<file path="config.mk">
export PLATFORM = sky130hd
export DESIGN_NAME = opn_top
export DESIGN_NICKNAME = d
export VERILOG_FILES = /design/src/verilog/opn_pkg.sv /design/src/verilog/opn_timer_if.sv /design/src/verilog/opn_clock_div.sv /design/src/verilog/opn_cpu_port.sv /design/src/verilog/opn_regs.sv /design/src/verilog/opn_timer.sv /design/src/verilog/opn_dac.sv /design/src/verilog/opn_top.sv
export SDC_FILE = /design/constraint.sdc
export NUM_CORES = 1
export LEC_CHECK = 0
export BUFFER_PORTS_ARGS = -buffer_cell sky130_fd_sc_hd__buf_2
export CORE_UTILIZATION = 57
export CTS_CLUSTER_SIZE = 28
export DETAILED_ROUTE_END_ITERATION = 7
export PLACE_DENSITY = 0.81
export SLEW_MARGIN = 25
export SYNTH_ARGS = -nofsm -noshare
export SYNTH_HDL_FRONTEND = slang
export SYNTH_SLANG_ARGS = --single-unit
</file>
<file path="constraint.sdc">
create_clock -name clk -period 2.62 [get_ports clk]
set_input_delay 0.131 -clock clk [delete_from_list [all_inputs] [get_ports clk]]
set_output_delay 0.131 -clock clk [all_outputs]
set_load 0.02 [all_outputs]
</file>
<file path="src/verilog/opn_pkg.sv">
/*
 * Definitions shared by the OPN control core. Holds the part-0 register map,
 * the bus write and DAC setting payloads, and the timer and sample types.
 * Imported by wildcard in every module header that needs it
 */
package opn_pkg;

    // Part-0 register addresses that the core still decodes
    localparam logic [7:0] REG_TIMER_A_HI = 8'h24; // Value A bits 9..2
    localparam logic [7:0] REG_TIMER_A_LO = 8'h25; // Value A bits 1..0
    localparam logic [7:0] REG_TIMER_B    = 8'h26;
    localparam logic [7:0] REG_TIMER_CTL  = 8'h27; // Load, IRQ enable, flag reset
    localparam logic [7:0] REG_DAC_DATA   = 8'h2A;
    localparam logic [7:0] REG_DAC_EN     = 8'h2B; // Bit 7 only
    localparam logic [7:0] REG_PAN_CH6    = 8'hB6; // Bit 7 left, bit 6 right

    // Timer counter and period values
    typedef logic [9:0] opn_timer_a_t;
    typedef logic [7:0] opn_timer_b_t;

    // One audio sample per side
    typedef logic signed [15:0] opn_sample_t;

    // Register write from the bus port to the decoder
    typedef struct packed {
        logic       wr;   // One-cycle strobe
        logic [7:0] addr;
        logic [7:0] data;
    } opn_reg_wr_t;

    // Channel 6 DAC settings
    typedef struct packed {
        logic [7:0] data;  // Offset binary, 0x80 is silence
        logic       en;
        logic       left;
        logic       right;
    } opn_dac_cfg_t;

endpackage

</file>
<file path="src/verilog/opn_timer_if.sv">
/*
 * Control link between the register decoder and one timer.
 * The counter type is a parameter so timer A and timer B share it
 */
`timescale 1ns/1ns

interface opn_timer_if #(
    parameter type cnt_t = logic [7:0]
);
    cnt_t value;     // Reload value
    logic load;      // Level, high while the timer runs
    logic irq_en;
    logic clr_flag;  // One-cycle pulse
    logic flag;

    modport regs (
        output value, load, irq_en, clr_flag,
        input  flag
    );

    modport timer (
        input  value, load, irq_en, clr_flag,
        output flag
    );
endinterface

</file>
<file path="src/verilog/opn_clock_div.sv">
/*
 * Prescaler. Divides cen into the internal operating enable, then that
 * enable into the one-cycle sample tick used by the timers and the DAC
 */
`timescale 1ns/1ns

module opn_clock_div #(
    parameter int CEN_DIV    = 6,
    parameter int SAMPLE_DIV = 24
) (
    input  logic clk,
    input  logic rst,
    input  logic cen,
    output logic clk_en,
    output logic tick
);

    localparam int CW = (CEN_DIV > 1) ? $clog2(CEN_DIV) : 1;
    localparam int TW = (SAMPLE_DIV > 1) ? $clog2(SAMPLE_DIV) : 1;

    logic [CW-1:0] cen_cnt;
    logic [TW-1:0] smp_cnt;

    assign clk_en = cen && cen_cnt == CW'(CEN_DIV - 1);
    assign tick   = clk_en && smp_cnt == TW'(SAMPLE_DIV - 1);  // Last enable of a sample

    always_ff @(posedge clk) begin
        if (rst) begin
            cen_cnt <= '0;
            smp_cnt <= '0;
        end else begin
            if (clk_en) cen_cnt <= '0;
            else if (cen) cen_cnt <= cen_cnt + 1'b1;
            if (tick) smp_cnt <= '0;
            else if (clk_en) smp_cnt <= smp_cnt + 1'b1;
        end
    end

endmodule

</file>
<file path="src/verilog/opn_cpu_port.sv">
/*
 * CPU bus port. Latches the register address, issues data writes to the
 * decoder, keeps the busy flag and drives the status byte and irq_n
 */
`timescale 1ns/1ns

module opn_cpu_port import opn_pkg::*; #(
    parameter int BUSY_LEN = 32
) (
    input  logic        clk,
    input  logic        rst,
    input  logic        clk_en,
    input  logic [7:0]  din,
    input  logic [1:0]  addr,
    input  logic        cs_n,
    input  logic        wr_n,
    input  logic        flag_a,
    input  logic        flag_b,
    output opn_reg_wr_t reg_wr,
    output logic [7:0]  dout,
    output logic        irq_n
);

    localparam int BW = (BUSY_LEN > 1) ? $clog2(BUSY_LEN) : 1;
    localparam int SW = $clog2(BUSY_LEN + 1);

    logic          addr_wr, data_wr;
    logic [7:0]    reg_addr;
    logic          wr_stb;
    logic [7:0]    wr_addr, wr_data;
    logic          busy;
    logic [BW-1:0] busy_cnt;
    logic [SW-1:0] ce_since_wr;  // Enables seen since the last data write
    logic [7:0]    status;

    // Part 1 (addr[1] set) is not implemented
    assign addr_wr = !cs_n && !wr_n && !addr[1] && !addr[0];
    assign data_wr = !cs_n && !wr_n && !addr[1] &&  addr[0];

    always_ff @(posedge clk) begin
        if (addr_wr) reg_addr <= din;
        wr_addr <= reg_addr;
        wr_data <= din;
    end

    always_ff @(posedge clk) begin
        if (rst) begin
            wr_stb      <= 1'b0;
            busy        <= 1'b0;
            busy_cnt    <= '0;
            ce_since_wr <= '0;
            status      <= 8'h00;
            irq_n       <= 1'b1;
        end else begin
            wr_stb <= data_wr;
            if (data_wr) begin
                busy     <= 1'b1;  // Restarts even if already busy
                busy_cnt <= '0;
            end else if (busy && clk_en) begin
                if (busy_cnt == BW'(BUSY_LEN - 1)) busy <= 1'b0;
                else busy_cnt <= busy_cnt + 1'b1;
            end
            if (data_wr) ce_since_wr <= '0;
            else if (clk_en && ce_since_wr != SW'(BUSY_LEN)) ce_since_wr <= ce_since_wr + 1'b1;
            status <= {busy, 5'b0, flag_b, flag_a};
            irq_n  <= ~(flag_a | flag_b);
        end
    end

    assign reg_wr = '{wr: wr_stb, addr: wr_addr, data: wr_data};
    assign dout   = status;

    // Busy must drop by the BUSY_LEN-th enable after the last data write
    a_busy_len: assert property (@(posedge clk) disable iff (rst)
        busy |-> ce_since_wr < SW'(BUSY_LEN));

endmodule

</file>
<file path="src/verilog/opn_regs.sv">
/*
 * Part-0 register decoder. Holds the timer values and control bits and
 * the channel 6 DAC settings, and turns the flag reset bits into pulses
 */
`timescale 1ns/1ns

module opn_regs import opn_pkg::*; (
    input  logic         clk,
    input  logic         rst,
    input  opn_reg_wr_t  reg_wr,
    opn_timer_if.regs    tmr_a,
    opn_timer_if.regs    tmr_b,
    output opn_dac_cfg_t dac_cfg
);

    logic [7:0]   val_a_hi;
    logic [1:0]   val_a_lo;
    opn_timer_b_t val_b;
    logic         load_a, load_b;
    logic         irq_en_a, irq_en_b;
    logic         clr_a, clr_b;
    logic         ctl_wr;

    assign ctl_wr = reg_wr.wr && reg_wr.addr == REG_TIMER_CTL;

    // Timer periods
    always_ff @(posedge clk) begin
        if (reg_wr.wr) begin
            case (reg_wr.addr)
                REG_TIMER_A_HI: val_a_hi <= reg_wr.data;
                REG_TIMER_A_LO: val_a_lo <= reg_wr.data[1:0];
                REG_TIMER_B:    val_b    <= reg_wr.data;
                default: ;
            endcase
        end
    end

    always_ff @(posedge clk) begin
        if (rst) begin
            load_a   <= 1'b0;
            load_b   <= 1'b0;
            irq_en_a <= 1'b0;
            irq_en_b <= 1'b0;
            clr_a    <= 1'b0;
            clr_b    <= 1'b0;
            dac_cfg  <= '{data: 8'h80, en: 1'b0, left: 1'b1, right: 1'b1};
        end else begin
            clr_a <= ctl_wr && reg_wr.data[4];  // Flag reset A
            clr_b <= ctl_wr && reg_wr.data[5];
            if (ctl_wr) begin
                load_a   <= reg_wr.data[0];
                load_b   <= reg_wr.data[1];
                irq_en_a <= reg_wr.data[2];
                irq_en_b <= reg_wr.data[3];
            end
            if (reg_wr.wr) begin
                case (reg_wr.addr)
                    REG_DAC_DATA: dac_cfg.data <= reg_wr.data;
                    REG_DAC_EN:   dac_cfg.en   <= reg_wr.data[7];
                    REG_PAN_CH6: begin
                        dac_cfg.left  <= reg_wr.data[7];
                        dac_cfg.right <= reg_wr.data[6];
                    end
                    default: ;
                endcase
            end
        end
    end

    assign tmr_a.value    = {val_a_hi, val_a_lo};
    assign tmr_a.load     = load_a;
    assign tmr_a.irq_en   = irq_en_a;
    assign tmr_a.clr_flag = clr_a;

    assign tmr_b.value    = val_b;
    assign tmr_b.load     = load_b;
    assign tmr_b.irq_en   = irq_en_b;
    assign tmr_b.clr_flag = clr_b;

endmodule

</file>
<file path="src/verilog/opn_timer.sv">
/*
 * One OPN timer. Counts up from its reload value every PRESCALE sample
 * ticks while load is held, reloads at the top and raises its flag
 */
`timescale 1ns/1ns

module opn_timer import opn_pkg::*; #(
    parameter type cnt_t    = opn_timer_b_t,
    parameter int  PRESCALE = 1
) (
    input  logic       clk,
    input  logic       rst,
    input  logic       tick,
    opn_timer_if.timer ctl
);

    localparam int PW = (PRESCALE > 1) ? $clog2(PRESCALE) : 1;

    cnt_t          cnt;
    logic [PW-1:0] pre_cnt;
    logic          load_q;
    logic          start;
    logic          step;
    logic          ovf;

    assign start = ctl.load && !load_q;  // Rising edge of load
    assign step  = ctl.load && !start && tick && pre_cnt == PW'(PRESCALE - 1);
    assign ovf   = step && cnt == '1;

    always_ff @(posedge clk) begin
        if (start) cnt <= ctl.value;
        else if (step) cnt <= ovf ? ctl.value : cnt_t'(cnt + 1'b1);
    end

    always_ff @(posedge clk) begin
        if (rst) begin
            load_q   <= 1'b0;
            pre_cnt  <= '0;
            ctl.flag <= 1'b0;
        end else begin
            load_q <= ctl.load;
            if (start || !ctl.load) pre_cnt <= '0;
            else if (tick) pre_cnt <= (pre_cnt == PW'(PRESCALE - 1)) ? '0 : pre_cnt + 1'b1;
            if (ovf && ctl.irq_en) ctl.flag <= 1'b1;
            else if (ctl.clr_flag) ctl.flag <= 1'b0;  // Held until reset by the CPU
        end
    end

    // The flag only rises from an overflow with IRQ enabled
    a_flag_irq_en: assert property (@(posedge clk) disable iff (rst)
        $rose(ctl.flag) |-> $past(ctl.irq_en));

endmodule

</file>
<file path="src/verilog/opn_dac.sv">
/*
 * Channel 6 DAC. Converts the offset-binary byte to a signed sample at
 * each tick, applies left/right panning and strobes snd_sample
 */
`timescale 1ns/1ns

module opn_dac import opn_pkg::*; (
    input  logic         clk,
    input  logic         rst,
    input  logic         tick,
    input  opn_dac_cfg_t cfg,
    output opn_sample_t  snd_left,
    output opn_sample_t  snd_right,
    output logic         snd_sample
);

    logic signed [7:0] pcm;  // data - 128
    opn_sample_t       smp;

    assign pcm = {~cfg.data[7], cfg.data[6:0]};
    // Scale by 64 with sign extension
    assign smp = cfg.en ? opn_sample_t'({{2{pcm[7]}}, pcm, 6'b0}) : '0;

    always_ff @(posedge clk) begin
        if (rst) begin
            snd_left   <= '0;
            snd_right  <= '0;
            snd_sample <= 1'b0;
        end else begin
            snd_sample <= tick;
            if (tick) begin
                snd_left  <= cfg.left  ? smp : '0;
                snd_right <= cfg.right ? smp : '0;
            end
        end
    end

endmodule

</file>
<file path="src/verilog/opn_top.sv">
/*
 * Top level of the OPN control core. Wires the prescaler, CPU port,
 * part-0 registers, both timers and the channel 6 DAC together
 */
`timescale 1ns/1ns

module opn_top import opn_pkg::*; #(
    parameter int CEN_DIV    = 6,   // cen pulses per internal enable
    parameter int SAMPLE_DIV = 24,  // Internal enables per sample
    parameter int BUSY_LEN   = 32   // Internal enables per busy period
) (
    input  logic        clk,
    input  logic        rst,
    input  logic        cen,
    input  logic [7:0]  din,
    input  logic [1:0]  addr,
    input  logic        cs_n,
    input  logic        wr_n,

    output logic [7:0]  dout,
    output logic        irq_n,
    output opn_sample_t snd_left,
    output opn_sample_t snd_right,
    output logic        snd_sample
);

    logic         clk_en;
    logic         tick;     // One per output sample
    opn_reg_wr_t  reg_wr;
    opn_dac_cfg_t dac_cfg;

    opn_timer_if #(.cnt_t(opn_timer_a_t)) tmr_a ();
    opn_timer_if #(.cnt_t(opn_timer_b_t)) tmr_b ();

    opn_clock_div #(.CEN_DIV(CEN_DIV), .SAMPLE_DIV(SAMPLE_DIV)) u_clock_div (
        .clk    ( clk    ),
        .rst    ( rst    ),
        .cen    ( cen    ),
        .clk_en ( clk_en ),
        .tick   ( tick   )
    );

    // Bus cycles only count while the external enable is high
    opn_cpu_port #(.BUSY_LEN(BUSY_LEN)) u_cpu_port (
        .clk    ( clk         ),
        .rst    ( rst         ),
        .clk_en ( clk_en      ),
        .din    ( din         ),
        .addr   ( addr        ),
        .cs_n   ( cs_n | ~cen ),
        .wr_n   ( wr_n        ),
        .flag_a ( tmr_a.flag  ),
        .flag_b ( tmr_b.flag  ),
        .reg_wr ( reg_wr      ),
        .dout   ( dout        ),
        .irq_n  ( irq_n       )
    );

    opn_regs u_regs (
        .clk     ( clk     ),
        .rst     ( rst     ),
        .reg_wr  ( reg_wr  ),
        .tmr_a   ( tmr_a   ),
        .tmr_b   ( tmr_b   ),
        .dac_cfg ( dac_cfg )
    );

    opn_timer #(.cnt_t(opn_timer_a_t), .PRESCALE(1)) u_timer_a (
        .clk  ( clk   ),
        .rst  ( rst   ),
        .tick ( tick  ),
        .ctl  ( tmr_a )
    );

    // Timer B advances once every 16 samples
    opn_timer #(.cnt_t(opn_timer_b_t), .PRESCALE(16)) u_timer_b (
        .clk  ( clk   ),
        .rst  ( rst   ),
        .tick ( tick  ),
        .ctl  ( tmr_b )
    );

    opn_dac u_dac (
        .clk        ( clk        ),
        .rst        ( rst        ),
        .tick       ( tick       ),
        .cfg        ( dac_cfg    ),
        .snd_left   ( snd_left   ),
        .snd_right  ( snd_right  ),
        .snd_sample ( snd_sample )
    );

endmodule

</file>
==> results of run 1 <==
-- report_power, final --
part	leakage [nW]	internal (mW)	switching (mW)
Sequential	1.02	1.96	0.0185
Combinational	0.913	0.0298	0.0528
Clock	0.291	1.37	0.826
Total	2.23	3.36	0.897
-- layout make-up --
type | instances | area share
clock inverter | 13 | 0.0204
tap | 102 | 0.0229
clock buffer | 19 | 0.0831
timing repair buffer | 56 | 0.0632
inverter | 9 | 0.00605
sequential | 121 | 0.513
multi-input combinational | 234 | 0.292
-- registers in the layout (all words and copies together) (netlist names), 2 cells and up --
signal               flops
u_timer_b.pre_cnt        4
u_cpu_port.busy_cnt      5
u_regs.tmr_b.value       8
u_cpu_port.dout          3
u_cpu_port.reg_addr      8
u_clock_div.cen_cnt      3
u_cpu_port.wr_addr       8
u_timer_b.cnt            8
u_dac.snd_right          8
u_dac.snd_left           8
u_timer_a.cnt           10
u_cpu_port.wr_data       8
u_regs.val_a_lo          2
u_clock_div.smp_cnt      5
u_regs.val_a_hi          8
u_regs.dac_cfg          11
-- synthesized netlist by cell type (3+ instances only) --
library cell	instances
a211o_1	3
a21o_1	3
a21oi_1	8
a22o_1	16
and3_1	3
and3b_1	3
and4b_1	3
buf_2	4
buf_4	21
clkbuf_1	4
dfxtp_1	77
edfxtp_1	44
ha_1	8
inv_1	9
mux2_2	13
mux2i_1	19
nand2_1	17
nand2b_1	6
nand3_1	11
nand4_1	6
nor2_1	37
nor2b_1	9
nor3_1	7
xnor2_1	13
xor2_1	8
-- tightest hold or removal path, delay by kind of cell --
kind                   cells  cell delay (ns)
buffers and inverters      2             0.25
and+or+nand+nor            1             0.05
-- final timing paths --
kind / from / slack (ns) / to / depth (start not counted)
worst min-delay path: addr[0] / 0.09 / u_cpu_port.reg_addr[7] / 3
worst max-delay path: u_clock_div.cen_cnt[1] / 0.50 / u_dac.snd_right[10] / 7
worst max register to register: u_clock_div.cen_cnt[1] / 0.50 / u_dac.snd_right[10] / 7
worst min register to register: u_cpu_port.reg_addr[0] / 0.34 / u_cpu_port.wr_addr[0] / 0
-- cell families after synthesis --
family          synth area share
flops                      0.614
simple gates               0.136
buf+inv                   0.0501
compound gates            0.0665
mux                       0.0721
xor+xnor                  0.0394
fa+ha+maj                 0.0215
other cells             0.000804
-- layer usage --
metal,vias to the layer above,share of wire
li1,1438,-
met1,1442,0.42
met2,91,0.52
met3,8,0.047
met4,0,0.014
met5,-,0
-- repair_timing --
item                       in CTS  in global routing
hold buffers                   12                  0
hold endpoints to repair       20                  0
setup endpoints to repair       0                  0
-- per-stage QoR --
step                      setup slack, ns  hold slack (ns)
final                               0.496           0.0940
after global routing                0.353           0.0938
after CTS                           0.496           0.0671
after detailed placement            0.510            0.248
after global placement              0.564            0.249
after floorplan                     0.373            0.159
==> results.cfg, run 1 <==
[run_status]
status = finished clean

[clock_network]
clk_pin_slew_ns = 0.06
cts_setup_buffers = 0
clk_latency_ns = 0.51
ctsResizeCount = 0
cts_buffers = 17
root_buffer = clkbuf_8
h-tree-depth = 4
clock-sinks = 121
clockBufferDepth = 2
cts_tree = yes

[die]
die_h_um = 92.5
pin_count = 57
fp.dieW_um = 92.5
start_util = 0.598
rows = 32
dieArea_sq_um = 8550
coreArea_sq_um = 7810

[drt]
ant_nets = 0
wl_um = 8590
drt-initial-drc-count = 150
first_pass_iters = 5
vias = 2979
drc = 0
viasPerCell = 5.38
route.detailed.wl_per_inst_um = 15.5

[placement]
place_inst = 510
gp_congestion = 0.775
placed_cell_area_sq_um = 4890
io_buffers = 39
dpl.hpwl_um = 5530

[sta]
finalClockSkew_ns = 0.00859
slew_headroom = 0.335
final_max_slew_viol_count = 0
fmax_ghz = 0.471
tns_ns = 0
setup-violations-final = 0
worst_pin_slew_ns = 0.994
hold_violations = 0
finalCriticalPeriod_ns = 2.12
min_period_over_period = 0.811
rsz0062_at_grt = false

[grt]
use_met1 = 0.252
grtUsageTotal = 0.215
grt_max_degree = 22
antenna_found_initial = 0
grt_pass1_vias = 2886
grt.busiest_layer = met2
grt_overflow_total = 0
use_met2 = 0.370
use_met3 = 0.0575
grt_pass1_wl_um = 13700

[yosys]
yosysTopAreaCell = dfxtp_1
netlist_area_sq_um = 4670
ys_ff_latch = 121
synth_flop_cell = dfxtp_1
yosysWarnings = 0
synthTopCellsByArea = dfxtp_1 33%, edfxtp_1 28%, mux2i_1 4.1%
synth_cell_types = 47
synthArstFlopShare = 0
yosysSeqAreaShare = 0.614
synth_top_area_frac = 0.330
avgSynthCellArea_sq_um = 12.3
syn_inst = 379
synth-edff-count = 44

[final_layout]
final_layout_size_suffix_gt1_frac = 0.210
syn_to_final_growth_pct = 19.7
final_cell_area_sq_um = 5580
finish.utilization = 0.715
layout.nets = 462
fillCellCount = 522
multiInputGateArea_sq_um = 1630
seqCellArea_sq_um = 2860
layout_commonest_cell = dfxtp_1
layout_common_cells = 77 x dfxtp_1, 44 x edfxtp_1, 39 x buf_2, 37 x nor2_1, 19 x mux2i_1
diodes = 0
instances_no_fill = 554

[worst_setup_path]
cpPeakStageDelay_ns = 0.76
worst-path-max-fanout = 16
critPathTopFamily = simple AND/OR/NAND/NOR gates
critPathKind = reg2reg
crit_path_end_kind = flip-flop
critPathBufInv = 2
cp.arrival_ns = 2.58
worstSetupStartpointType = flip-flop
path_cells = inv_1 > ha_1 > nand4_1 > nor2b_1 > buf_4 > nor2_1 > a22o_1
slowest_stage = nor2_1
required_ns = 3.07

[pwr]
power_mw = 4.26
power.density_nw_per_um2 = 762
max-vdd-ir-drop_mv = 0.641
leakagePower_nw = 2.23

[hold_path]
hp-class = in2reg

[run]
max-cap-violations = 0
(Power assumes the default switching activity.)
==> inputs of run 2 (changes only) <==
CORE_UTILIZATION = 52   (was 57)
PLACE_DENSITY = 0.78   (was 0.81)
clock period = 1.75 ns   (was 2.62 ns; I/O delays follow)
==> results.cfg, run 2 (synthesized netlist as in run 1, its figures left out) <==
[run_status]
status = finished, violations left
violations = negative setup slack

[grt]
grt_overflow_total = 0
grt_max_degree = 19
grtUsageTotal = 0.217
grt_pass1_vias = 3218
antenna_found_initial = 0
grt_pass1_wl_um = 15800

[placement]
place_inst = 554
io_buffers = 39
dpl.hpwl_um = 6260
gp_congestion = 0.750
place_worst_setup_slack_ns = -0.176

[worst_setup_path]
cp.arrival_ns = 2.02
critPathBufInv = 3
crit_path_end_kind = flip-flop
r2r_cells = 8
crit_start = u_clock_div.cen_cnt[1]
required_ns = 2.00
slowest_stage = dfxtp_2
path_cells = inv_2 > ha_4 > nand4_1 > nor2b_1 > buf_4 > a31oi_4 > buf_12 > mux2_4
worstSetupStartpointType = flip-flop
worst-path-max-fanout = 10
cpPeakStageDelay_ns = 0.33
worst-path-stages = 8
critPathKind = reg2reg
timing.rr.start = u_clock_div.cen_cnt[1]
critPathTopFamily = buffers and inverters

[die]
pin_count = 57
coreArea_sq_um = 8720
fp.dieW_um = 96.7
rows = 34
start_util = 0.535
die_h_um = 96.7
dieArea_sq_um = 9360

[drt]
wl_um = 9650
drt-initial-drc-count = 181
ant_nets = 0
first_pass_iters = 5
route.detailed.wl_per_inst_um = 16.0
viasPerCell = 5.16
drc = 0
vias = 3106

[final_layout]
final_layout_size_suffix_gt1_frac = 0.312
layout_common_cells = 72 x dfxtp_1, 44 x edfxtp_1, 39 x buf_2, 39 x buf_4, 33 x nor2_1
diodes = 0
finish.utilization = 0.703
fillCellCount = 579
top_regs = u_regs.dac_cfg: 11 flops, u_timer_a.cnt: 10 flops
top_register = u_regs.dac_cfg
largest_reg_flops = 11
layout_commonest_cell = dfxtp_1
layout.nets = 504
instances_no_fill = 602
syn_to_final_growth_pct = 31.4

[sta]
finalCriticalPeriod_ns = 1.77
hold_violations = 0
rsz0062_at_grt = true
setup-violations-final = 10
finalClockSkew_ns = 0.00585
hold_ws_ns = 0.0448
final_max_slew_viol_count = 0
worst_slack_ns = -0.0228
fmax_ghz = 0.564
min_period_over_period = 1.01

[clock_network]
clockBufferDepth = 2
clk_latency_ns = 0.50
clock-sinks = 121
h-tree-depth = 4
cts_tree = yes
clk_pin_slew_ns = 0.05
cts_buffers = 17
root_buffer = clkbuf_8

[hold_path]
whs_path_depth = 3
hp-class = in2reg
min-delay-start = addr[0]

[pwr]
max-vdd-ir-drop_mv = 0.739
power_mw = 6.42
leakagePower_nw = 2.51
power.density_nw_per_um2 = 1050

[run]
max-cap-violations = 0
==> run 2: changes by cell type in the layout (fill, tap and decap cells not counted), sizes merged <==
| cell | previous run | this run |
|---|---|---|
| inv | 13 | 9 |
| clkinvlp | 0 | 1 |
| bufinv | 1 | 3 |
| dlygate4sd3 | 12 | 13 |
| buf | 44 | 85 |
| clkbuf | 19 | 22 |
| clkinv | 8 | 6 |
==> run 2: cell type report <==
class	count	area, sq um	share of cell area
flip-flops and latches	121	2870	0.468
multi-input cells	234	1780	0.291
repair buffers	98	741	0.121
clock buffers	22	443	0.0723
well taps	108	135	0.0220
clock inverters	10	125	0.0204
inverters	9	33.8	0.00551
==> run 2: worst paths after layout <==
| path | end | slack [ns] |
|---|---|---|
| worst min-delay path | u_cpu_port.reg_addr[7] | 0.04 |
| worst min register to register | u_cpu_port.wr_addr[0] | 0.34 |
| worst max register to register | u_timer_a.cnt[9] | -0.02 |
| worst max-delay path | u_timer_a.cnt[9] | -0.02 |
==> run 2: tightest hold or removal path, cell delays in order <==
cell and delay [ns]:
buf_2 0.08, nor4_1 0.04, buf_4 0.16
==> run 2: power by group <==
group	internal [mW]	switching (mW)	leakage (nW)	total (mW)
registers	2.93	0.0304	1.02	2.96
clock network	2.18	1.12	0.278	3.31
logic	0.0647	0.0876	1.21	0.152
==> run 2: repair_timing <==
item,CTS,global route
buffers inserted,1,2
pin swaps,3,9
hold buffers,13,0
resized for setup,10,7
endpoints found under the setup margin,45,52
endpoints found under the hold margin,19,0
==> run 2: per-layer routing <==
layer / share of wire / track usage / up-vias
li1: - / - / 1519
met1: 0.41 / 0.246 / 1498
met2: 0.53 / 0.382 / 76
met3: 0.041 / 0.0564 / 13
met4: 0.016 / 0.0987 / 0
met5: 0 / 0 / -
==> run 2: stage by stage <==
step / TNS, ns / cell area, sq um
global placement: -1.97 / 5350
floorplan: -0.702 / 4830
global route: -1.21 / 6130
finish: -0.106 / 6130
detailed placement: -3.21 / 5350
CTS: -0.205 / 6090
